`src/frame_arbiter.sv`:
```
`timescale 1ns/1ps

module frame_arbiter (
	input  logic fifo_clk,
	input  logic sys_rst,
	input  logic line_ready,
	input  logic block_ready,
	input  logic tx_busy,
	output logic grant_video,
	output logic grant_audio
);

	// Set when video got the most recent grant
	logic last_video;
	logic pick_video;
	logic pick_audio;

	// Round robin when both sources are waiting
	assign pick_video = line_ready && (!block_ready || !last_video);
	assign pick_audio = block_ready && !pick_video;

	always_ff @(posedge fifo_clk) begin
		if (sys_rst) begin
			grant_video <= 1'b0;
			grant_audio <= 1'b0;
			last_video  <= 1'b0;
		end else begin
			grant_video <= 1'b0;
			grant_audio <= 1'b0;
			// tx_busy rises one cycle after a grant, so hold off that cycle too
			if (!tx_busy && !grant_video && !grant_audio) begin
				grant_video <= pick_video;
				grant_audio <= pick_audio;
				if (pick_video) begin
					last_video <= 1'b1;
				end else if (pick_audio) begin
					last_video <= 1'b0;
				end
			end
		end
	end

	assert property (@(posedge fifo_clk) disable iff (sys_rst)
		!(grant_video && grant_audio))
	else $error("video and audio granted together");

	// Every grant starts a frame in the transmitter
	assert property (@(posedge fifo_clk) disable iff (sys_rst)
		(grant_video || grant_audio) |=> tx_busy)
	else $error("grant not taken by transmitter");

endmodule

```
`config.mk`:
```
export PLATFORM = sky130hd
export DESIGN_NAME = frame_arbiter
export DESIGN_NICKNAME = d
export VERILOG_FILES = /design/src/frame_arbiter.sv
export SDC_FILE = /design/constraint.sdc
export NUM_CORES = 1
export LEC_CHECK = 0
export BUFFER_PORTS_ARGS = -buffer_cell sky130_fd_sc_hd__buf_2
export CELL_PAD_IN_SITES_DETAIL_PLACEMENT = 0
export CELL_PAD_IN_SITES_GLOBAL_PLACEMENT = 1
export CORE_AREA = 2 2 39 41
export DETAILED_ROUTE_END_ITERATION = 8
export DIE_AREA = 0 0 41 43
export PLACE_DENSITY_LB_ADDON = 0.1
export RECOVER_POWER = 50
export SLEW_MARGIN = 10
export SYNTH_ARGS = -nofsm -noshare
export SYNTH_HDL_FRONTEND = slang
export SYNTH_SLANG_ARGS = --single-unit
```
`constraint.sdc`:
```
create_clock -name fifo_clk -period 2.4 [get_ports fifo_clk]
set_clock_uncertainty 0.15 [all_clocks]
set_input_delay 0.48 -clock fifo_clk [delete_from_list [all_inputs] [get_ports fifo_clk]]
set_output_delay 0.48 -clock fifo_clk [all_outputs]
set_load 0.05 [all_outputs]
```
=== Word level (Yosys, flattened, before mapping) ===
Index checks and enable logic that the tools add are counted.

* Bits in registers: 3
* Bits of input ports: 5
* Output and inout bits: 2
* Word-level logic and storage cells: 20

* Muxes and demuxes: 2
* Bitwise operators: 1
* Reduce and logical (&&, ||, !) cells: 14

{| class="wikitable"
|+ Operators by type and width
! cell !! number
|-
| zero test 1 bit || 6
|-
| logical AND 1 bit || 4
|-
| 2-to-1 mux 1 bit || 2
|-
| AND reduction 2 bit || 1
|-
| nonzero test 2 bit || 1
|-
| OR reduction 2 bit || 1
|-
| logical OR 1 bit || 1
|-
| inverter 1 bit || 1
|}

=== Logic depth before layout (Yosys ltp) ===
* Depth after elaboration: 7
* Depth in mapped cells: 2
* Mapped depth without buffers: 2

=== Worst setup path after synthesis ===
OpenSTA, ideal clock, no wires.

* Path kind: register to register
* Start: reg grant_video
* End: reg last_video
* Library setup time: 92 ps
* Arrival: 1117 ps
* Required time: 2158 ps
* Slack: 1041 ps
* Stages on the path, launching flop included: 3
* Cells stage by stage: dfxtp_1 -> or3_1 -> o32ai_1

* Cells in the longest elaborated chain, start to end: 4

{| class="wikitable"
|+ Ends and longest elaborated chain
! element !! RTL line !! RTL
|-
| start: declaration || 9 || <nowiki>output logic grant_video,</nowiki>
|-
| start signal: assignment || 32 || <nowiki>grant_video <= pick_video;</nowiki>
|-
| zero test 1 bit || 31 || <nowiki>if (!tx_busy && !grant_video && !grant_audio) begin</nowiki>
|-
| logical AND 1 bit (2 in a row) || 31 ||
|-
| AND reduction 2 bit (no line) || -- ||
|-
| end signal: assignment || 26 || <nowiki>last_video <= 1'b0;</nowiki>
|-
| end signal: assignment || 35 || <nowiki>last_video <= 1'b1;</nowiki>
|-
| end signal: assignment || 37 || <nowiki>last_video <= 1'b0;</nowiki>
|-
| end: declaration || 14 || <nowiki>logic last_video;</nowiki>
|}

Every way passes these cells.
A chain may end at the register's enable or synchronous reset.

=== Final worst setup path ===
* Start: reg grant_video
* End: out grant_video

No word-level cell between the ends.

==> results.sh <==
export IMPL_status="completed"
export IMPL_grtUsageTotal=0.0571
export IMPL_r2r_end="last_video$_SDFFE_PP0P_"
export IMPL_max_stage_delay_ns=0.37
export IMPL_placed_cell_area_um2=169
export IMPL_cts_root_buf="clkbuf_4"
export IMPL_p_leak_nw=0.0892
export IMPL_hold_depth=2
export IMPL_timing_final_ws_setup_ns=0.881
export IMPL_grt_pass1_vias=137
export IMPL_synth_top_area_frac=0.505
export IMPL_top_usage_layer="met4"
export IMPL_timing_fmax_mhz=658
export IMPL_crit_type="flip-flop to output port"
export IMPL_rr_startpoint="grant_video$_SDFF_PP0_"
export IMPL_ys_ff_latch=3
export IMPL_design_area_um2=195
export IMPL_hold_buffers=0
export IMPL_place_ws_ns=0.951
export IMPL_routed_wl_um=350
export IMPL_io_buffers=6
export IMPL_ant_nets=0
export IMPL_met3_usage=0.0157
export IMPL_min_from="sys_rst"
export IMPL_io_pins=7
export IMPL_met2_usage=0.0438
export IMPL_cp_arrival_ns=0.89
export IMPL_synth_cell_type_count=8
export IMPL_ff2ff_path_depth=2
export IMPL_critical_path_top_delay_family="flip-flops"
export IMPL_first_pass_iters=1
export IMPL_synth_area_um2=119
export IMPL_relSlewSlack=0.817
export IMPL_worst_path_buf_inv=1
export IMPL_overflow=0
export IMPL_use_met1=0.0799
export IMPL_coreArea_mm2=0.00138
export IMPL_rrSetupSlack_ns=1.19
export IMPL_avgSynthCellArea_um2=9.91
export IMPL_hold_viol=0
export IMPL_critPathCaptureType="output port"
export IMPL_syn_nets=17
export IMPL_cts_repair_resized=0
export IMPL_cp_required_ns=1.77
export IMPL_start_util=0.0859
export IMPL_diodes=0
export IMPL_hp_class="input port to flip-flop"
export IMPL_drv_cap=0
export IMPL_cp_start_kind="flip-flop"
export IMPL_setup_viol=0
export IMPL_path_max_fanout=4
export IMPL_drc=0
export IMPL_fin_nets=28
export IMPL_drv_slew=0
export IMPL_wl_per_cell_um=9.21
export IMPL_hpwl_um=255
export IMPL_insertion_delay_ns=0.23
export IMPL_die_area_mm2=0.00176
export IMPL_grt_pass1_wl_um=593
export IMPL_hold_ws_ns=0.341
export IMPL_critPathSlowestCell="dfxtp_1"
export IMPL_tightest_slew_ns=0.272
export IMPL_row_count=14
export IMPL_finalNonFillerCells=38
export IMPL_layout_commonest_cell="buf_2"
export IMPL_min_period_ns=1.52
export IMPL_cts_clk_slew_worst_paths_ns=0.04
export IMPL_dieWidth_um=41
export IMPL_clkSinkCount=3
export IMPL_cts_max_level=1
export IMPL_clock_path_buffers=2
export IMPL_drive_above_1_share=0.409
export IMPL_synth_top_area_cell="dfxtp_1"
export IMPL_antenna_found_initial=0
export IMPL_rsz0062_at_grt="false"
export IMPL_viasPerCell=3.58
export IMPL_peakVddDrop_mv=0.130
export IMPL_synth_area_leaders="dfxtp_1, and3_1, nand2b_1, nor4b_1, o32ai_1"
export IMPL_yosysSeqAreaShare=0.505
export IMPL_path_cells="buf_2"
export IMPL_grt_max_degree=5
export IMPL_p_per_area_mw_per_mm2=827
export IMPL_post_cts_buffers=0
export IMPL_placedCellCount=34
export IMPL_finalCritPeriodShare=0.633
export IMPL_cts_buffers=3
export IMPL_die_y_um=43
export IMPL_synthCells=12
export IMPL_fin_setup_tns_ns=0
export IMPL_drtIter0Drc=0
export IMPL_cts_tree="yes"
export IMPL_vias=136
export IMPL_place_gp_congestion=0.744
export IMPL_ys_warnings_count=0
export IMPL_final_cell_mix="buf_2, clkbuf_4, dfxtp_1, and3_1, nand2b_1"
export IMPL_area_growth_pct=64.2
export IMPL_hold_end="last_video$_SDFFE_PP0P_"
Yosys cell counts (all sizes together):
cell type  count
and3           2
dfxtp          3
nand2          1
nand2b         2
nor4           1
nor4b          1
o32ai          1
or3            1
layout make-up:
class	instances	area, um2
multi-input combinational	9	58.8
sequential	3	60.1
clock buffer	4	26.3
tap	16	20.0
fill	166	1190
timing repair buffer	6	30.0
stage by stage:
stage               total power, mW  utilization
floorplan                    0.0657            -
global placement             0.0740        0.122
detailed placement           0.0729        0.122
CTS                           0.167        0.141
global route                  0.176        0.141
finish                        0.161        0.141
report_power, final:
part | internal, mW | total (mW) | switching [mW]
registers | 0.0528 | 0.0552 | 0.00238
logic | 0.00729 | 0.0171 | 0.00982
clock network | 0.0623 | 0.0890 | 0.0267
total | 0.122 | 0.161 | 0.0389
flip-flops by register name, indices dropped and copies added (netlist names):
signal,count
grant_audio,1
last_video,1
grant_video,1
how the worst max path moves through the flow:
stage,startpoint,end,slack (ns),cells after the start
after floorplan,grant_video$_SDFF_PP0_,last_video$_SDFFE_PP0P_,1.04,2
after global placement,tx_busy,last_video$_SDFFE_PP0P_,0.93,3
after detailed placement,tx_busy,last_video$_SDFFE_PP0P_,0.95,3
after CTS,grant_video$_SDFF_PP0_,grant_video,0.87,1
after global routing,grant_video$_SDFF_PP0_,grant_video,0.85,1
final,grant_video$_SDFF_PP0_,grant_video,0.88,1
logic make-up (layout without fill, tap and decap cells):
kind of cell,count (synthesis),count (layout),share of synthesized area
buffers and inverters,0,10,0
flip-flops,3,3,0.505
AND/OR/NAND/NOR,8,8,0.421
AO/OA/AOI/OAI,1,1,0.0737
routing by layer:
| metal | vias up | part of all wire |
|---|---|---|
| li1 | 66 | - |
| met1 | 61 | 0.49 |
| met2 | 7 | 0.39 |
| met3 | 2 | 0.069 |
| met4 | 0 | 0.054 |
| met5 | - | 0 |
Note: power is estimated with default switching activity, not from simulation.
