**config.mk**
```make
export PLATFORM = sky130hd
export DESIGN_NAME = gmii_frame_tx
export DESIGN_NICKNAME = d
export VERILOG_FILES = /design/src/gmii_pkg.sv /design/src/crc32_gen.sv /design/src/gmii_frame_tx.sv
export SDC_FILE = /design/constraint.sdc
export NUM_CORES = 1
export LEC_CHECK = 0
export ABC_CLOCK_PERIOD_IN_PS = 9100
export BUFFER_PORTS_ARGS = -buffer_cell sky130_fd_sc_hd__buf_2
export CELL_PAD_IN_SITES_DETAIL_PLACEMENT = 1
export CELL_PAD_IN_SITES_GLOBAL_PLACEMENT = 1
export CORE_UTILIZATION = 50
export DETAILED_ROUTE_END_ITERATION = 10
export HOLD_SLACK_MARGIN = 0.02
export PLACE_DENSITY = 0.84
export SYNTH_ARGS = -nofsm -noshare
export SYNTH_HDL_FRONTEND = slang
export SYNTH_SLANG_ARGS = --single-unit
```
**constraint.sdc**
```tcl
create_clock -name fifo_clk -period 9.1 [get_ports fifo_clk]
set_input_delay 1.365 -clock fifo_clk [delete_from_list [all_inputs] [get_ports fifo_clk]]
set_output_delay 1.365 -clock fifo_clk [all_outputs]
set_load 0.005 [all_outputs]
```
**src/gmii_pkg.sv**
```systemverilog
package gmii_pkg;

	// ------------------------------------------------------------------
	// Data widths
	// ------------------------------------------------------------------

	// One GMII byte lane
	typedef logic [7:0] byte_t;
	// Pixel word, luma in the high byte
	typedef logic [15:0] pixel_t;
	typedef logic [15:0] sample_t;
	// Line counter inside a video frame
	typedef logic [11:0] line_num_t;
	typedef logic [31:0] crc_t;

	// Transmitter FSM, one state per frame field
	typedef enum logic [3:0] {
		IDLE, PREAMBLE, SFD,
		ETH_HDR, IP_HDR, UDP_HDR,
		PKT_TYPE, LINE_NUM, VIDEO_DATA,
		AUX_COUNT, AUX_DATA,
		FCS, GAP
	} tx_state_t;

	// Packet type byte after the UDP header
	localparam byte_t PKT_VIDEO = 8'd0;
	localparam byte_t PKT_AUDIO = 8'd1;

	// ------------------------------------------------------------------
	// Header fields
	// ------------------------------------------------------------------

	// Last byte of each address is adjusted by station_id
	localparam logic [47:0] SRC_MAC = 48'h00_23_45_67_89_01;
	localparam logic [47:0] DST_MAC = 48'h00_23_45_67_89_02;
	localparam logic [15:0] ETH_TYPE_IP = 16'h0800;

	// Version 4, 20 byte header, no TOS
	localparam logic [15:0] IP_VER_TOS = 16'h4500;
	localparam logic [15:0] IP_IDENT = 16'h0000;
	// Don't fragment
	localparam logic [15:0] IP_FLAGS = 16'h4000;
	// TTL 64, protocol UDP
	localparam logic [15:0] IP_TTL_PROTO = 16'h4011;
	localparam logic [31:0] SRC_IP = {8'd192, 8'd168, 8'd0, 8'd1};
	localparam logic [31:0] DST_IP = {8'd192, 8'd168, 8'd0, 8'd2};

	localparam logic [15:0] UDP_SRC_PORT = 16'h3038;
	localparam logic [15:0] UDP_DST_PORT = 16'h3039;

	// Bytes of 0x55 ahead of the SFD
	localparam int PREAMBLE_LEN = 7;
	// Idle cycles between frames
	localparam int GAP_CYCLES = 12;

endpackage

```
**src/crc32_gen.sv**
```systemverilog
`timescale 1ns/1ps

module crc32_gen (
	input  logic            fifo_clk,
	input  logic            sys_rst,
	input  logic            crc_init,
	input  logic            crc_en,
	input  gmii_pkg::byte_t crc_byte,
	output gmii_pkg::crc_t  crc_value
);

	gmii_pkg::crc_t crc_reg;

	// One byte through the reflected polynomial, LSB first
	function automatic gmii_pkg::crc_t crc_step(input gmii_pkg::crc_t crc,
		input gmii_pkg::byte_t data);
		gmii_pkg::crc_t c;
		c = crc;
		for (int i = 0; i < 8; i++) begin
			if (c[0] ^ data[i]) begin
				// 0x04C11DB7 bit reversed
				c = (c >> 1) ^ 32'hedb88320;
			end else begin
				c = c >> 1;
			end
		end
		return c;
	endfunction

	always_ff @(posedge fifo_clk) begin
		if (sys_rst || crc_init) begin
			crc_reg <= '1;
		end else if (crc_en) begin
			crc_reg <= crc_step(crc_reg, crc_byte);
		end
	end

	// Complemented register, low byte moved to 31:24 so it goes out first
	assign crc_value = ~{crc_reg[7:0], crc_reg[15:8], crc_reg[23:16], crc_reg[31:24]};

endmodule

```
**src/gmii_frame_tx.sv**
```systemverilog
`timescale 1ns/1ps

module gmii_frame_tx #(
	parameter int VIDEO_PIXELS = 640,
	parameter int AUX_SAMPLES  = 32,
	parameter int VIDEO_LINES  = 720
) (
	input  logic              fifo_clk,
	input  logic              sys_rst,
	input  logic              station_id,
	input  logic              grant_video,
	input  logic              grant_audio,
	input  gmii_pkg::pixel_t  vid_data,
	input  gmii_pkg::sample_t aud_data_out,
	output logic              vid_rd,
	output logic              aud_rd,
	output logic              tx_busy,
	output logic              tx_en,
	output gmii_pkg::byte_t   txd
);

	// ------------------------------------------------------------------
	// Lengths and field ends
	// ------------------------------------------------------------------
	// UDP header, type, line number, two bytes per pixel
	localparam logic [15:0] UDP_LEN_VID = 16'(8 + 1 + 2 + 2 * VIDEO_PIXELS);
	// UDP header, type, sample count, two bytes per sample
	localparam logic [15:0] UDP_LEN_AUD = 16'(8 + 1 + 1 + 2 * AUX_SAMPLES);
	localparam logic [15:0] IP_LEN_VID  = UDP_LEN_VID + 16'd20;
	localparam logic [15:0] IP_LEN_AUD  = UDP_LEN_AUD + 16'd20;
	localparam logic [15:0] VID_LAST    = 16'(2 * VIDEO_PIXELS - 1);
	localparam logic [15:0] AUD_LAST    = 16'(2 * AUX_SAMPLES - 1);
	localparam logic [15:0] PRE_LAST    = 16'(gmii_pkg::PREAMBLE_LEN - 1);
	// First gap cycle still shows the last FCS byte
	localparam logic [15:0] GAP_LAST    = 16'(gmii_pkg::GAP_CYCLES);
	localparam gmii_pkg::line_num_t LINE_WRAP = gmii_pkg::line_num_t'(VIDEO_LINES - 1);

	gmii_pkg::tx_state_t state;
	gmii_pkg::tx_state_t state_next;
	logic [15:0]         byte_cnt;
	logic                field_last;
	logic                load_en;
	gmii_pkg::byte_t     next_byte;
	logic                is_video;
	gmii_pkg::line_num_t line_num;
	logic [19:0]         ip_sum;
	logic [19:0]         hdr_sum;
	logic [15:0]         ip_len;
	logic [15:0]         udp_len;
	gmii_pkg::byte_t     src_mac_last;
	gmii_pkg::byte_t     dst_mac_last;
	gmii_pkg::byte_t     src_ip_last;
	gmii_pkg::byte_t     dst_ip_last;
	logic [111:0]        eth_hdr;
	logic [159:0]        ip_hdr;
	logic [63:0]         udp_hdr;
	logic                crc_init;
	logic                crc_en;
	gmii_pkg::crc_t      crc_value;

	// Station adjust on the low address bytes
	assign src_mac_last = gmii_pkg::SRC_MAC[7:0] + {7'd0, station_id};
	assign dst_mac_last = gmii_pkg::DST_MAC[7:0] - {7'd0, station_id};
	assign src_ip_last  = gmii_pkg::SRC_IP[7:0] + {7'd0, station_id};
	assign dst_ip_last  = gmii_pkg::DST_IP[7:0] - {7'd0, station_id};

	assign ip_len  = is_video ? IP_LEN_VID : IP_LEN_AUD;
	assign udp_len = is_video ? UDP_LEN_VID : UDP_LEN_AUD;

	// Fixed IP header words, total length is added in the preamble
	assign hdr_sum = 20'(gmii_pkg::IP_VER_TOS) + 20'(gmii_pkg::IP_IDENT)
		+ 20'(gmii_pkg::IP_FLAGS) + 20'(gmii_pkg::IP_TTL_PROTO)
		+ 20'(gmii_pkg::SRC_IP[31:16]) + 20'({gmii_pkg::SRC_IP[15:8], src_ip_last})
		+ 20'(gmii_pkg::DST_IP[31:16]) + 20'({gmii_pkg::DST_IP[15:8], dst_ip_last});

	// Headers as flat vectors, first byte on the wire at the top
	assign eth_hdr = {gmii_pkg::DST_MAC[47:8], dst_mac_last,
		gmii_pkg::SRC_MAC[47:8], src_mac_last, gmii_pkg::ETH_TYPE_IP};
	assign ip_hdr = {gmii_pkg::IP_VER_TOS, ip_len, gmii_pkg::IP_IDENT,
		gmii_pkg::IP_FLAGS, gmii_pkg::IP_TTL_PROTO, ~ip_sum[15:0],
		gmii_pkg::SRC_IP[31:8], src_ip_last, gmii_pkg::DST_IP[31:8], dst_ip_last};
	// UDP checksum left at zero
	assign udp_hdr = {gmii_pkg::UDP_SRC_PORT, gmii_pkg::UDP_DST_PORT, udp_len, 16'h0000};

	// ------------------------------------------------------------------
	// Byte select for the next txd value
	// ------------------------------------------------------------------
	always_comb begin
		load_en    = 1'b1;
		field_last = 1'b0;
		state_next = state;
		next_byte  = 8'h55;
		crc_init   = 1'b0;
		crc_en     = 1'b0;
		vid_rd     = 1'b0;
		aud_rd     = 1'b0;
		case (state)
			gmii_pkg::IDLE: begin
				// First preamble byte goes out with the grant
				load_en    = grant_video || grant_audio;
				field_last = load_en;
				state_next = gmii_pkg::PREAMBLE;
			end
			gmii_pkg::PREAMBLE: begin
				field_last = (byte_cnt == PRE_LAST);
				state_next = gmii_pkg::SFD;
			end
			gmii_pkg::SFD: begin
				next_byte  = 8'hd5;
				crc_init   = 1'b1;
				field_last = 1'b1;
				state_next = gmii_pkg::ETH_HDR;
			end
			gmii_pkg::ETH_HDR: begin
				next_byte  = eth_hdr[8 * (13 - byte_cnt) +: 8];
				crc_en     = 1'b1;
				field_last = (byte_cnt == 16'd13);
				state_next = gmii_pkg::IP_HDR;
			end
			gmii_pkg::IP_HDR: begin
				next_byte  = ip_hdr[8 * (19 - byte_cnt) +: 8];
				crc_en     = 1'b1;
				field_last = (byte_cnt == 16'd19);
				state_next = gmii_pkg::UDP_HDR;
			end
			gmii_pkg::UDP_HDR: begin
				next_byte  = udp_hdr[8 * (7 - byte_cnt) +: 8];
				crc_en     = 1'b1;
				field_last = (byte_cnt == 16'd7);
				state_next = gmii_pkg::PKT_TYPE;
			end
			gmii_pkg::PKT_TYPE: begin
				next_byte  = is_video ? gmii_pkg::PKT_VIDEO : gmii_pkg::PKT_AUDIO;
				crc_en     = 1'b1;
				field_last = 1'b1;
				state_next = is_video ? gmii_pkg::LINE_NUM : gmii_pkg::AUX_COUNT;
			end
			gmii_pkg::LINE_NUM: begin
				// 16 bit field, high byte first
				next_byte  = byte_cnt[0] ? line_num[7:0] : {4'd0, line_num[11:8]};
				crc_en     = 1'b1;
				field_last = (byte_cnt == 16'd1);
				state_next = gmii_pkg::VIDEO_DATA;
			end
			gmii_pkg::VIDEO_DATA: begin
				next_byte  = byte_cnt[0] ? vid_data[7:0] : vid_data[15:8];
				// Pop with the low byte, next head valid for the following byte
				vid_rd     = byte_cnt[0];
				crc_en     = 1'b1;
				field_last = (byte_cnt == VID_LAST);
				state_next = gmii_pkg::FCS;
			end
			gmii_pkg::AUX_COUNT: begin
				next_byte  = gmii_pkg::byte_t'(AUX_SAMPLES);
				crc_en     = 1'b1;
				field_last = 1'b1;
				state_next = gmii_pkg::AUX_DATA;
			end
			gmii_pkg::AUX_DATA: begin
				next_byte  = byte_cnt[0] ? aud_data_out[7:0] : aud_data_out[15:8];
				aud_rd     = byte_cnt[0];
				crc_en     = 1'b1;
				field_last = (byte_cnt == AUD_LAST);
				state_next = gmii_pkg::FCS;
			end
			gmii_pkg::FCS: begin
				// CRC register holds, crc_en is low here
				next_byte  = crc_value[8 * (3 - byte_cnt[1:0]) +: 8];
				field_last = (byte_cnt == 16'd3);
				state_next = gmii_pkg::GAP;
			end
			default: begin
				// Inter-frame gap
				load_en    = 1'b0;
				next_byte  = 8'h00;
				field_last = (byte_cnt == GAP_LAST);
				state_next = gmii_pkg::IDLE;
			end
		endcase
	end

	crc32_gen u_crc (
		.fifo_clk  (fifo_clk),
		.sys_rst   (sys_rst),
		.crc_init  (crc_init),
		.crc_en    (crc_en),
		.crc_byte  (next_byte),
		.crc_value (crc_value)
	);

	// ------------------------------------------------------------------
	// FSM, output registers and line counter
	// ------------------------------------------------------------------
	always_ff @(posedge fifo_clk) begin
		if (sys_rst) begin
			state    <= gmii_pkg::IDLE;
			byte_cnt <= '0;
			is_video <= 1'b0;
			line_num <= '0;
			tx_en    <= 1'b0;
			txd      <= '0;
		end else begin
			tx_en <= load_en;
			txd   <= load_en ? next_byte : 8'h00;
			// Preamble byte 0 is sent from IDLE
			if (state == gmii_pkg::IDLE) begin
				byte_cnt <= 16'd1;
			end else if (field_last) begin
				byte_cnt <= '0;
			end else begin
				byte_cnt <= byte_cnt + 16'd1;
			end
			if (field_last) begin
				state <= state_next;
			end
			if (state == gmii_pkg::IDLE && load_en) begin
				is_video <= grant_video;
			end
			// Next line number once the video frame is out
			if (state == gmii_pkg::FCS && field_last && is_video) begin
				line_num <= (line_num == LINE_WRAP) ? '0 : line_num + 1'b1;
			end
		end
	end

	// IP checksum built and folded while the preamble goes out
	always_ff @(posedge fifo_clk) begin
		if (state == gmii_pkg::IDLE) begin
			ip_sum <= hdr_sum;
		end else if (state == gmii_pkg::PREAMBLE) begin
			if (byte_cnt == 16'd1) begin
				ip_sum <= ip_sum + 20'(ip_len);
			end else begin
				// End-around carry
				ip_sum <= {4'd0, ip_sum[15:0]} + 20'(ip_sum[19:16]);
			end
		end
	end

	assign tx_busy = (state != gmii_pkg::IDLE);

	// Output stays quiet for the whole gap after the last FCS byte
	assert property (@(posedge fifo_clk) disable iff (sys_rst)
		(state == gmii_pkg::GAP && $past(state) == gmii_pkg::GAP) |-> !tx_en)
	else $error("tx_en high during inter-frame gap");

endmodule

```
Word level (Yosys, flattened, before mapping)
Cells that the tools add are included.
{ "totals": {"output_inout_bits": 12, "word_cells": 124, "ff_bits": 94} }
{ "classes": {"n_shift": 4, "eq_ne": 21, "n_reduce_logical": 15, "n_mux": 43, "bitwise": 19, "addsub": 13} }
{ "ops": {"columns": ["op", "count"], "rows": [
  ["32-bit two-way mux", 22],
  ["160-bit by 33-bit indexed part select with 8-bit output", 1],
  ["13-bit NOT with 14-bit output", 8],
  ["112-bit by 33-bit indexed part select with 8-bit output", 1],
  ["8-bit case mux with 11 select lines", 1],
  ["64-bit by 33-bit indexed part select with 8-bit output", 1],
  ["20-bit two-way mux", 3],
  ["4-bit case mux with 11 select lines", 1],
  ["32-bit by 33-bit indexed part select with 8-bit output", 1],
  ["16-bit by 3-bit == test with 1-bit output, second input constant", 2],
  ["16-bit by 4-bit == test with 1-bit output, second input constant", 2],
  ["32-bit NOT", 1],
  ["8-bit two-way mux", 3],
  ["11-bit two-way mux", 2],
  ["19-bit by 8-bit adder with 20-bit output", 1],
  ["20-bit by 11-bit adder with 20-bit output", 1],
  ["18-bit by 16-bit adder with 19-bit output, second input constant", 1],
  ["17-bit by 2-bit adder with 18-bit output, first input constant", 1],
  ["16-bit by 4-bit adder with 17-bit output", 1],
  ["3-bit by 16-bit subtractor with 17-bit output, first input constant", 1],
  ["4-bit by 16-bit subtractor with 17-bit output, first input constant", 1],
  ["5-bit by 16-bit subtractor with 17-bit output, first input constant", 1],
  ["16-bit by 1-bit adder with 16-bit output, second input constant", 1],
  ["16-bit by 1-bit == test with 1-bit output, second input constant", 1],
  ["other kinds (30)", 56]
]} }

Depth between registers and ports, before layout
Gate-level depths: netlist (run 1).
{ "depth": {"word_depth": 33, "depth_mapped": 13} }

Hierarchy
A second synthesis (run 1) with hierarchy kept.
{ "unflattened": {"cells_unflattened": 838, "area_unflattened_um2": 7093.1} }
{ "modules_own_cells": {"columns": ["module", "area_per_inst_um2", "seq_area_each_um2", "cells_each", "instances"], "rows": [
  ["gmii_frame_tx", 5119.9, 1441.4, 627, 1],
  ["crc32_gen", 1973.1, 640.6, 211, 1]
]} }

Worst setup path before layout (run 1)
No wires, ideal clock.
{ "synth_path": {"path_type": "input-to-reg", "from": "input port aud_data_out[5]", "to": "register u_crc.crc_reg[24]", "stages": 9, "setup_ns": 0.069, "arrival_ns": 3.716, "path_slack_ns": 5.315, "t_required_ns": 9.031, "cell_sequence": "mux2i_1 nor3_1 or4_1 o21a_1 a211oi_4 xnor3_2 xnor3_2 xor2_1 o21ai_1"} }
{ "synth_between": {"elab_chain_cells": 11} }
{ "synth_lines": {"columns": ["item", "line", "rtl"], "rows": [
  ["start: declaration", "gmii_frame_tx.sv:14", "input gmii_pkg::sample_t aud_data_out,"],
  ["8-bit two-way mux (*)", "gmii_frame_tx.sv:160", "next_byte = byte_cnt[0] ? aud_data_out[7:0] : aud_data_out[15:8];"],
  ["8-bit case mux with 11 select lines (*)", "gmii_frame_tx.sv:97", "case (state)"],
  ["1-bit bitwise XOR (*)", "crc32_gen.sv:20", "if (c[0] ^ data[i]) begin"],
  ["32-bit two-way mux (*)", "crc32_gen.sv:20", null],
  ["32-bit two-way mux (*)", "crc32_gen.sv:33", "end else if (crc_en) begin"],
  ["32-bit two-way mux (*)", "crc32_gen.sv:31", "if (sys_rst || crc_init) begin"],
  ["32-bit two-way mux (*)", "crc32_gen.sv:20", null],
  ["32-bit two-way mux (*)", "crc32_gen.sv:33", null],
  ["32-bit two-way mux (*)", "crc32_gen.sv:31", null],
  ["13-bit NOT with 14-bit output (no source line)", null, null],
  ["32-bit two-way mux (*)", "crc32_gen.sv:20", null],
  ["end signal: assignment", "crc32_gen.sv:34", "crc_reg <= crc_step(crc_reg, crc_byte);"],
  ["end: declaration", "crc32_gen.sv:12", "gmii_pkg::crc_t crc_reg;"]
]} }
Mark *: on every way between the ends. The rest lies on a longest branch, timed or not. The select of a mux whose other input is x is not followed.
A chain may end at the register's enable or synchronous reset.

Worst setup path in the final report (run 1)
{ "layout_path": {"from": "register byte_cnt[2]", "to": "register u_crc.crc_reg[19]"} }
{ "layout_between": {"elab_chain_cells": 31} }
{ "layout_lines": {"columns": ["item", "line", "rtl"], "rows": [
  ["start: declaration", "gmii_frame_tx.sv:40", "logic [15:0] byte_cnt;"],
  ["start signal: assignment", "gmii_frame_tx.sv:211", "byte_cnt <= byte_cnt + 16'd1;"],
  ["5-bit by 16-bit subtractor with 17-bit output (tied with other cells)", "gmii_frame_tx.sv:121", "next_byte = ip_hdr[8 * (19 - byte_cnt) +: 8];"],
  ["160-bit by 33-bit indexed part select with 8-bit output (tied with other cells)", "gmii_frame_tx.sv:121", null],
  ["8-bit case mux with 11 select lines (*)", "gmii_frame_tx.sv:97", null],
  ["1-bit bitwise XOR", "crc32_gen.sv:20", null],
  ["32-bit two-way mux", "crc32_gen.sv:20", null],
  ["32-bit two-way mux", "crc32_gen.sv:33", null],
  ["32-bit two-way mux", "crc32_gen.sv:31", null],
  ["32-bit two-way mux", "crc32_gen.sv:20", null],
  ["[... 15 more ...]", null, null],
  ["32-bit two-way mux", "crc32_gen.sv:33", null],
  ["32-bit two-way mux", "crc32_gen.sv:31", null],
  ["13-bit NOT with 14-bit output (no source line)", null, null],
  ["32-bit two-way mux", "crc32_gen.sv:20", null],
  ["32-bit two-way mux", "crc32_gen.sv:33", null],
  ["32-bit two-way mux", "crc32_gen.sv:31", null],
  ["13-bit NOT with 14-bit output (no source line)", null, null],
  ["32-bit two-way mux (*)", "crc32_gen.sv:20", null]
]} }
Marked as above.

==> impl_metrics.csv, run 1 <==
group,metric,value,unit
clock_tree,clock-sinks,94,
clock_tree,numCtsBuffers,9,
global_route,grt.overflow.total,0,
power,p_total,0.00150,W
worst_setup_path,arrival,4.72,ns
sta,fin_tns_setup,0,ns
routing,routed_via_density,6.22,
floorplanning,die_h,121,um
worst_setup_path,critPathKind,"register to register",
clock_tree,cts_hold_buffers,0,
yosys,synthCells,799,
clock_tree,clkTransAtPathRegs,0.06,ns
sta,timing.final.crit_share,49.5,%
sta,final_max_slew_viol_count,0,
placement,portBuffers,48,
yosys,syn-cell-area,0.00708,mm2
routing,first_pass_iters,4,
cells_and_area,nets,875,
worst_setup_path,worst_path_most_repeated_cell,"xnor3_1",
worst_setup_path,path_cells,"clkinv_1 > ha_1 > xnor2_1 > o31ai_1 > a21oi_1 > nor3_1 > a211oi_2 > xnor3_1 > xnor3_1 > xor2_1 > o21ai_1",
sta,max_slew_margin,28.3,%
sta,tightest_slew,1.07,ns
floorplanning,num_rows,43,
worst_setup_path,cpPeakStageDelay,0.74,ns
yosys,synth_ff_type,"dfxtp_1",
worst_setup_path,path_max_fanout,19,
floorplanning,start_util,51.2,%
sta,rsz0062_at_grt,"no",
worst_setup_path,critical_path_required,9.31,ns
global_route,grt_pass1_vias,6547,
cells_and_area,fillCellCount,1662,
clock_tree,clk_latency,0.36,ns
yosys,async_flop_share,0,%
routing,wire_per_inst,21.6,um
sta,hold_violations,0,
worst_setup_path,endpoint_kind,"register",
sta,layout_min_cycle_time,4.51,ns
yosys,synth_top_family_by_area,"simple AND/OR/NAND/NOR gates",
yosys,synth_top_area_share,20.9,%
placement,dpl.hpwl,15.9,mm
floorplanning,coreArea,0.0138,mm2
placement,gp_congestion,0.897,
routing,drtIter0Drc,389,
yosys,ys_seq_area_share,29.4,%
cells_and_area,seqCellArea,0.00208,mm2
routing,drtAntennaViolNets,0,
floorplanning,dieArea,0.0146,mm2
clock_tree,cts_tree,"yes",
yosys,synth_edf_count,20,
worst_setup_path,start_kind,"register",
yosys,synth_compound_area_share,18.6,%
worst_setup_path,cp_top_family,"XOR/XNOR gates",
routing,vias,6229,
worst_hold_path,hold_class,"register to register",
routing,drcViolationCount,0,
cells_and_area,largest_reg_flops,32,
yosys,synth_nets,858,
global_route,antenna_found_initial,0,
clock_tree,post_cts_resized,0,
yosys,synth.area.mux_share,5.33,%
power,p_leak,2.89,nW
sta,setup_viol,0,
sta,clock_skew,0.0104,ns
cells_and_area,antenna_cells,0,
placement,placedInstanceArea,0.00738,mm2
cells_and_area,syn2layout_area_growth,8.42,%
sta,max_freq,222,MHz
cells_and_area,final_area,0.00768,mm2
floorplanning,num_io_pins,49,
clock_tree,htreeDepth,3,
yosys,synthXorXnorAreaFrac,17.9,%
global_route,grt_max_degree,63,
yosys,yosys_warnings,0,
global_route,grt_first_pass_wirelength,34.9,mm
worst_setup_path,cp_num_buf_inv,1,
yosys,yosys.area_share.simple,20.6,%
clock_tree,root_buffer,"clkbuf_16",
clock_tree,post_cts_buffers,0,
floorplanning,die_w,121,um
yosys,synthAdderAreaFrac,3.99,%
yosys,avgSynthCellArea,8.87,um2
power,p_per_area,195,mW/mm2
yosys,ys_top_cells_by_area,"dfxtp_1 (21%), edfxtp_1 (8.5%), xnor2_1 (7.3%), xor2_1 (4.7%), nor2_1 (4.3%)",
worst_setup_path,cp_slowest_cell,"dfxtp_1",
cells_and_area,multi_input_area,0.00472,mm2
run,drv.max_cap_violation_count,0,
status,status,"finished, final reports clean",
global_route,grt_usage,30.9,%
yosys,synth.distinct_cells,89,
clock_tree,clockBufferDepth,2,
yosys,ys_ff_latch,94,
cells_and_area,drive_gt1_share,13.6,%
power,worst_ir_drop_vdd,90.3,uV
routing,drt-total-wl,21.7,mm
yosys,synth_top_area_cell,"dfxtp_1",
## worst min-delay path: stages, from the launching register on
cell      delay, ns
dfxtp_1        0.33
nand2_1        0.06
o211ai_1       0.08
## cell usage after synthesis, types with 7 or more instances
cell,instances
nor3_1,25
o21ai_1,13
mux2i_1,13
or3_1,11
xnor2_2,7
a31oi_1,13
xor2_1,38
a211oi_1,9
nor2b_1,12
a21oi_1,44
o22ai_1,8
edfxtp_1,20
nand3_1,22
nand4_1,9
ha_1,21
nand2_1,68
o211ai_1,19
inv_1,15
dfxtp_1,74
and3_1,9
nand2b_1,9
mux4_2,9
nor2_1,81
clkbuf_1,24
buf_2,14
o21ai_0,23
xnor2_1,59
## layout make-up
type	count	area share, %
Clock buffer	13	3.40
Clock inverter	3	0.554
Inverter	17	0.831
Multi-Input combinational cell	640	61.4
Sequential cell	94	27.1
Tap cell	180	2.93
Timing Repair Buffer	54	3.71
## stage by stage
| stage | std cells | util, % | worst slack [ns] | hold WS [ns] |
|---|---|---|---|---|
| floorplan | 799 | - | 5.32 | 0.465 |
| global placement | 985 | 53.4 | 4.87 | 0.496 |
| detailed placement | 985 | 53.4 | 4.65 | 0.515 |
| CTS | 1001 | 55.6 | 4.61 | 0.523 |
| global route | 1001 | 55.6 | 4.40 | 0.543 |
| finish | 1001 | 55.6 | 4.59 | 0.517 |
## power breakdown
group	switching [W]	internal [W]	leakage [nW]
Clock	0.000165	0.000230	0.145
Sequential	0.0000761	0.000481	0.811
Combinational	0.000301	0.000246	1.93
## path summary, 6_finish.rpt
check                    startpoint           endpoint  slack (ns)  cells past startpoint
setup / recovery        byte_cnt[2]  u_crc.crc_reg[19]        4.59                     11
hold / removal    u_crc.crc_reg[17]  u_crc.crc_reg[17]        0.52                      2
setup reg to reg        byte_cnt[2]  u_crc.crc_reg[19]        4.59                     11
hold reg to reg   u_crc.crc_reg[17]  u_crc.crc_reg[17]        0.52                      2
## logic make-up (layout without fill, tap and decap cells)
family / after synthesis / after routing
mux: 26 / 26
compound gates: 188 / 188
buf+inv: 65 / 87
fa+ha+maj: 22 / 22
flops: 94 / 94
simple gates: 287 / 287
xor+xnor: 117 / 117
## cell usage in the layout, fill, tap and decap left out, types with 20 or more instances in the layout
cell and count:
nand2_1 68, nor2_1 81, nor3_1 24, dfxtp_1 73
a21oi_1 43, edfxtp_1 20, o21ai_0 23, buf_2 48
xnor2_1 58, ha_1 21, nand3_1 22, xor2_1 38
## layer usage
metal	GRT usage, %	part of all wire, %
met5	0	0
met4	12.7	3.4
met3	4.79	4.4
met2	51.7	49
met1	39.6	44
Note: power is estimated with default switching activity, not from simulation.
==> inputs of run 2 (changes only) <==
Settings changed: ABC_CLOCK_PERIOD_IN_PS 9100 to 4600, CORE_UTILIZATION 50 to 48, PLACE_DENSITY 0.84 to 0.81.
Clock period 9.1 ns to 4.6 ns, I/O delays scaled along.
==> run 2 against run 1 <==
  * Final area increased by 1.8%
  * Largest cell class unchanged
  * First-iteration DRC count up 14%
  * Sequential cell count stayed put
  * Core utilization is 1.6 points lower
  * Setup slack got worse by 4.1 ns
  * Critical path type unchanged
==> impl_metrics.csv, run 2 (synthesized netlist as in run 1, its figures left out) <==
group,metric,value,unit
status,status,"finished, final reports clean",
floorplanning,num_rows,44,
clock_tree,numCtsBuffers,9,
sta,hold_slack,0.513,ns
cells_and_area,nets,891,
cells_and_area,antenna_cells,0,
clock_tree,post_cts_buffers,0,
sta,max_freq,245,MHz
global_route,grt.overflow.total,0,
cells_and_area,layout_commonest_cell,"nor2_1",
worst_setup_path,cp_slowest_cell,"dfxtp_1",
sta,hold_violations,0,
worst_setup_path,arrival,4.36,ns
floorplanning,coreArea,0.0145,mm2
worst_setup_path,path_cells,"inv_1 > ha_1 > or4b_1 > nor3_1 > or4_1 > a211oi_2 > a211oi_4 > xnor3_2 > xnor3_2 > xor2_1 > o21ai_1",
floorplanning,die_w,123,um
cells_and_area,drive_gt1_share,15.7,%
cells_and_area,largest_reg_flops,32,
routing,drtIter0Drc,444,
global_route,grt_first_pass_wirelength,35.7,mm
global_route,antenna_found_initial,0,
cells_and_area,final_area,0.00782,mm2
floorplanning,dieArea,0.0152,mm2
floorplanning,num_io_pins,49,
worst_setup_path,endpoint_kind,"register",
clock_tree,clockBufferDepth,2,
worst_setup_path,cp_num_buf_inv,1,
cells_and_area,syn2layout_area_growth,10.3,%
placement,portBuffers,48,
global_route,grt_pass1_vias,6773,
placement,placedInstanceArea,0.00750,mm2
placement,gp_congestion,0.930,
routing,wire_per_inst,21.9,um
routing,drt-total-wl,22.4,mm
power,p_per_area,385,mW/mm2
sta,timing.final.crit_share,88.7,%
power,p_leak,2.97,nW
worst_hold_path,hold_class,"register to register",
placement,place_ws,0.609,ns
clock_tree,clkTransAtPathRegs,0.07,ns
floorplanning,start_util,48.9,%
worst_setup_path,critical_path_required,4.88,ns
sta,layout_min_cycle_time,4.08,ns
clock_tree,cts_tree,"yes",
clock_tree,clk_latency,0.36,ns
routing,routed_via_density,6.29,
clock_tree,clock-sinks,94,
sta,setup_ws,0.520,ns
global_route,grt_max_degree,61,
clock_tree,cts_hold_buffers,0,
run,drv.max_cap_violation_count,0,
worst_setup_path,critPathKind,"register to register",
routing,drtAntennaViolNets,0,
worst_setup_path,cp_top_family,"XOR/XNOR gates",
sta,clock_skew,0.0113,ns
sta,rsz0062_at_grt,"no",
clock_tree,root_buffer,"clkbuf_16",
sta,fin_tns_setup,0,ns
clock_tree,htreeDepth,3,
floorplanning,die_h,123,um
sta,max_slew_margin,41.9,%
placement,dpl.hpwl,16.7,mm
cells_and_area,layout_common_cells,"nor2_1 (81), dfxtp_1 (73), nand2_1 (68)",
routing,drcViolationCount,0,
routing,first_pass_iters,4,
worst_setup_path,start_kind,"register",
worst_setup_path,cpPeakStageDelay,0.62,ns
routing,vias,6425,
worst_setup_path,path_max_fanout,13,
power,worst_ir_drop_vdd,189,uV
clock_tree,post_cts_resized,0,
worst_setup_path,worst_path_most_repeated_cell,"xnor3_2",
cells_and_area,final_core_util,54.0,%
sta,tightest_slew,0.871,ns
sta,final_max_slew_viol_count,0,
sta,setup_viol,0,
global_route,grt_usage,31.0,%
-- run 2: power by group --
part           internal [W]  switching, W  total (W)
Sequential         0.000952      0.000158    0.00111
Combinational      0.000498      0.000593    0.00109
Clock              0.000457      0.000348   0.000805
Total               0.00191       0.00110    0.00301
-- run 2: worst reg2reg max path: cells and delay by family, from the launching register on --
family,cells,cell delay [ns]
xor gates and xnor gates,3,1.09
and+or+nand+nor,3,1.04
AOI/OAI and AO/OA,3,0.66
DFF,1,0.62
adders and majority gates,1,0.33
buffers and inverters,1,0.26
-- run 2: layout make-up --
cell class                 count  area [um2]
fill                        1728        6660
timing repair buffer          70         405
sequential                    94        2080
tap                          184         230
clock inverter                 6        65.1
clock buffer                  10         250
inverter                      17        63.8
multi-input combinational    640        4720
-- run 2: layer usage --
layer / track usage (%) / vias up / share of wire, %
met5: 0 / - / 0
met4: 16.2 / 0 / 4.2
met3: 4.75 / 63 / 4.3
met2: 53.3 / 168 / 49
met1: 37.3 / 3221 / 43
li1: - / 2973 / -
-- run 2: stage by stage --
stage	total power [W]	cells
2_1_floorplan	0.00191	799
3_3_place_gp	0.00215	1005
3_5_place_dp	0.00220	1005
4_1_cts	0.00302	1021
5_1_grt	0.00316	1021
6_report	0.00301	1021
-- run 2: worst paths after layout --
check,depth (start not counted),slack (ns),start,endpoint
max reg2reg,11,0.52,byte_cnt[4],u_crc.crc_reg[24]
min reg2reg,2,0.51,u_crc.crc_reg[30],u_crc.crc_reg[30]
min,2,0.51,u_crc.crc_reg[30],u_crc.crc_reg[30]
max,11,0.52,byte_cnt[4],u_crc.crc_reg[24]
==> inputs of run 3 (changes only) <==
Settings changed: ABC_AREA set to 1, CORE_UTILIZATION 48 to 44, PLACE_DENSITY 0.81 to 0.8.
==> run 3 against run 2 <==
  * Sequential cell count did not move
  * Worst hold slack got worse by 0.019 ns
  * Power rose by 57%
  * Combinational power rose by 140%
  * Core utilization fell by 4.2 points
  * Synthesized cell count rose by 48%
  * Global-route usage barely moved
  * Cell count rose by 42%
  * Final area rose by 6.0%
  * Critical path depth rose by 10
  * Via count rose by 28%
  * Register-to-register slack improved by 0.57 ns
  * Highest routed layer unchanged
==> impl_metrics.csv, run 3 <==
group,metric,value,unit
worst_setup_path,arrival,3.76,ns
sta,fin_tns_setup,0,ns
yosys,synth_edf_count,20,
routing,first_pass_iters,6,
placement,gp_congestion,0.923,
clock_tree,clock-sinks,94,
sta,layout_min_cycle_time,3.51,ns
routing,wire_per_inst,18.4,um
worst_setup_path,cpPeakStageDelay,0.71,ns
worst_setup_path,path_max_fanout,13,
yosys,ys_ff_latch,94,
cells_and_area,final_area,0.00828,mm2
clock_tree,post_cts_buffers,0,
routing,routed_via_density,5.66,
routing,vias,8192,
routing,drtAntennaViolNets,0,
cells_and_area,largest_reg_flops,32,
sta,final_max_slew_viol_count,0,
routing,drtIter0Drc,440,
yosys,synth_nets,1245,
clock_tree,htreeDepth,3,
sta,max_slew_margin,17.9,%
yosys,syn-cell-area,0.00755,mm2
global_route,antenna_found_initial,0,
worst_setup_path,critical_path_required,4.85,ns
worst_setup_path,r2r-end,"u_crc.crc_reg[17]",
worst_setup_path,cp_top_family,"simple AND/OR/NAND/NOR gates",
floorplanning,coreArea,0.0166,mm2
sta,max_freq,285,MHz
placement,placedInstanceArea,0.00799,mm2
worst_setup_path,cp_num_buf_inv,4,
worst_setup_path,crit_path_start,"byte_cnt[2]",
sta,setup_viol,0,
worst_setup_path,cp_slowest_cell,"dfxtp_1",
power,p_per_area,571,mW/mm2
global_route,grt_pass1_vias,8160,
worst_hold_path,hold_class,"register to register",
clock_tree,cts_tree,"yes",
yosys,ys_top_cells_by_area,"dfxtp_1 (20%), nand2_1 (17%), edfxtp_1 (8.0%), nand3_1 (7.0%), inv_1 (5.9%)",
sta,tightest_slew,1.23,ns
power,p_leak,3.82,nW
cells_and_area,drive_gt1_share,12.0,%
clock_tree,root_buffer,"clkbuf_16",
placement,place_ws,1.19,ns
worst_setup_path,cp.depth,21,
yosys,yosys_warnings,0,
yosys,synth_common_cells,"nand2_1 (351), inv_1 (119), nand3_1 (105), nor2_1 (87), dfxtp_1 (74)",
sta,setup_ws,1.09,ns
routing,drt-total-wl,26.6,mm
worst_setup_path,endpoint_kind,"register",
sta,timing.final.crit_share,76.4,%
cells_and_area,layout_commonest_cell,"nand2_1",
yosys,synth_top_area_share,19.6,%
power,worst_ir_drop_vdd,282,uV
clock_tree,clkTransAtPathRegs,0.07,ns
clock_tree,numCtsBuffers,9,
floorplanning,num_rows,47,
yosys,avgSynthCellArea,6.37,um2
yosys,async_flop_share,0,%
cells_and_area,fillCellCount,2284,
routing,drcViolationCount,0,
cells_and_area,nets,1282,
yosys,synth.distinct_cells,56,
clock_tree,post_cts_resized,0,
global_route,grt_usage,31.1,%
yosys,ys_seq_area_share,27.6,%
cells_and_area,antenna_cells,0,
cells_and_area,seqCellArea,0.00208,mm2
global_route,grt.overflow.total,0,
worst_setup_path,ff2ff_path_depth,21,
clock_tree,clk_latency,0.36,ns
floorplanning,die_w,133,um
yosys,synth_top_area_cell,"dfxtp_1",
floorplanning,dieArea,0.0177,mm2
power,p_total,0.00473,W
sta,rsz0062_at_grt,"no",
yosys,synthCells,1186,
placement,dpl.hpwl,20.4,mm
worst_setup_path,worstSetupEndpoint,"u_crc.crc_reg[17]",
global_route,grt_max_degree,42,
cells_and_area,syn2layout_area_growth,9.71,%
sta,clock_skew,0.00956,ns
clock_tree,clockBufferDepth,2,
worst_setup_path,path_cells,"inv_4 > ha_1 > inv_2 > nand2_1 > nand3_2 > nand2_4 > inv_2 > nand2_1 > o21ai_1 > inv_1 > nand2_1 > nand3_1 > nand2_1 > nand2_1 > nand2_1 > nand2_1 > nand2_2 > xor2_1 > nand2_1 > nand3_1 > nand3_1",
yosys,synth_ff_type,"dfxtp_1",
clock_tree,cts_hold_buffers,0,
yosys,synth.most_common_cell,"nand2_1",
cells_and_area,final_core_util,49.8,%
worst_hold_path,whs_path_depth,2,
run,drv.max_cap_violation_count,0,
sta,hold_violations,0,
placement,portBuffers,48,
floorplanning,num_io_pins,49,
worst_setup_path,start_kind,"register",
worst_setup_path,r2r-start,"byte_cnt[2]",
status,status,"finished, final reports clean",
worst_setup_path,critPathKind,"register to register",
cells_and_area,layout_common_cells,"nand2_1 (351), inv_1 (119), nand3_1 (105)",
global_route,grt_first_pass_wirelength,43.2,mm
floorplanning,start_util,45.4,%
cells_and_area,multi_input_area,0.00479,mm2
floorplanning,die_h,133,um
worst_setup_path,r2r_slack,1.09,ns
worst_setup_path,worst_path_most_repeated_cell,"nand2_1",
## run 3: cell count changes in the layout (fill, tap and decap cells not counted), sizes merged, moves of 15 or more
cell,previous run,this run
a21oi,44,74
nand4,10,25
nor2,81,102
nand2,68,369
xnor2,67,4
inv,17,142
nand3,22,107
o21ai,36,67
## run 3: logic make-up after synthesis
family | share of synthesized area (%)
AND/OR/NAND/NOR | 39.5
AO/OA/AOI/OAI | 15.1
buffers and inverters | 9.01
flip-flops | 27.6
XOR/XNOR | 4.94
adder cells (fa/ha/maj) | 3.74
multiplexers | 0.133
## run 3: worst min-delay path, stage by stage, from the launching register on
cell and delay [ns]:
dfxtp_1 0.33, nand2_1 0.07, a21oi_1 0.05
## run 3: worst min path at each step
stage                  from            to  slack (ns)
2_1_floorplan  byte_cnt[14]  byte_cnt[14]        0.45
3_3_place_gp   byte_cnt[14]  byte_cnt[14]        0.47
3_5_place_dp   byte_cnt[14]  byte_cnt[14]        0.49
4_1_cts        byte_cnt[14]  byte_cnt[14]        0.50
5_1_grt        byte_cnt[10]  byte_cnt[10]        0.53
6_report       byte_cnt[14]  byte_cnt[14]        0.49
## run 3: power by group
group / switching [W] / internal, W
Sequential: 0.000223 / 0.00106
Combinational: 0.00186 / 0.000809
Clock: 0.000364 / 0.000424
Total: 0.00244 / 0.00229
## run 3: area by class of cell
| class | count | area share (%) |
|---|---|---|
| inverter | 141 | 6.45 |
| clock inverter | 7 | 0.876 |
| tap | 220 | 3.32 |
| sequential | 94 | 25.1 |
| timing repair buffer | 56 | 3.62 |
| clock buffer | 9 | 2.72 |
| multi-input combinational | 921 | 57.9 |
## run 3: per-layer routing
layer | up-vias | GRT usage, % | wire [um]
li1 | 4010 | - | -
met1 | 3964 | 40.9 | 12200
met2 | 175 | 52.1 | 12700
met3 | 43 | 3.52 | 1030
met4 | 0 | 11.6 | 680
met5 | - | 0 | 0
## run 3: metrics by stage
| stage | hold slack, ns | std cells |
|---|---|---|
| floorplan | 0.452 | 1186 |
| global placement | 0.468 | 1432 |
| detailed placement | 0.491 | 1432 |
| CTS | 0.502 | 1448 |
| global route | 0.530 | 1448 |
| finish | 0.495 | 1448 |
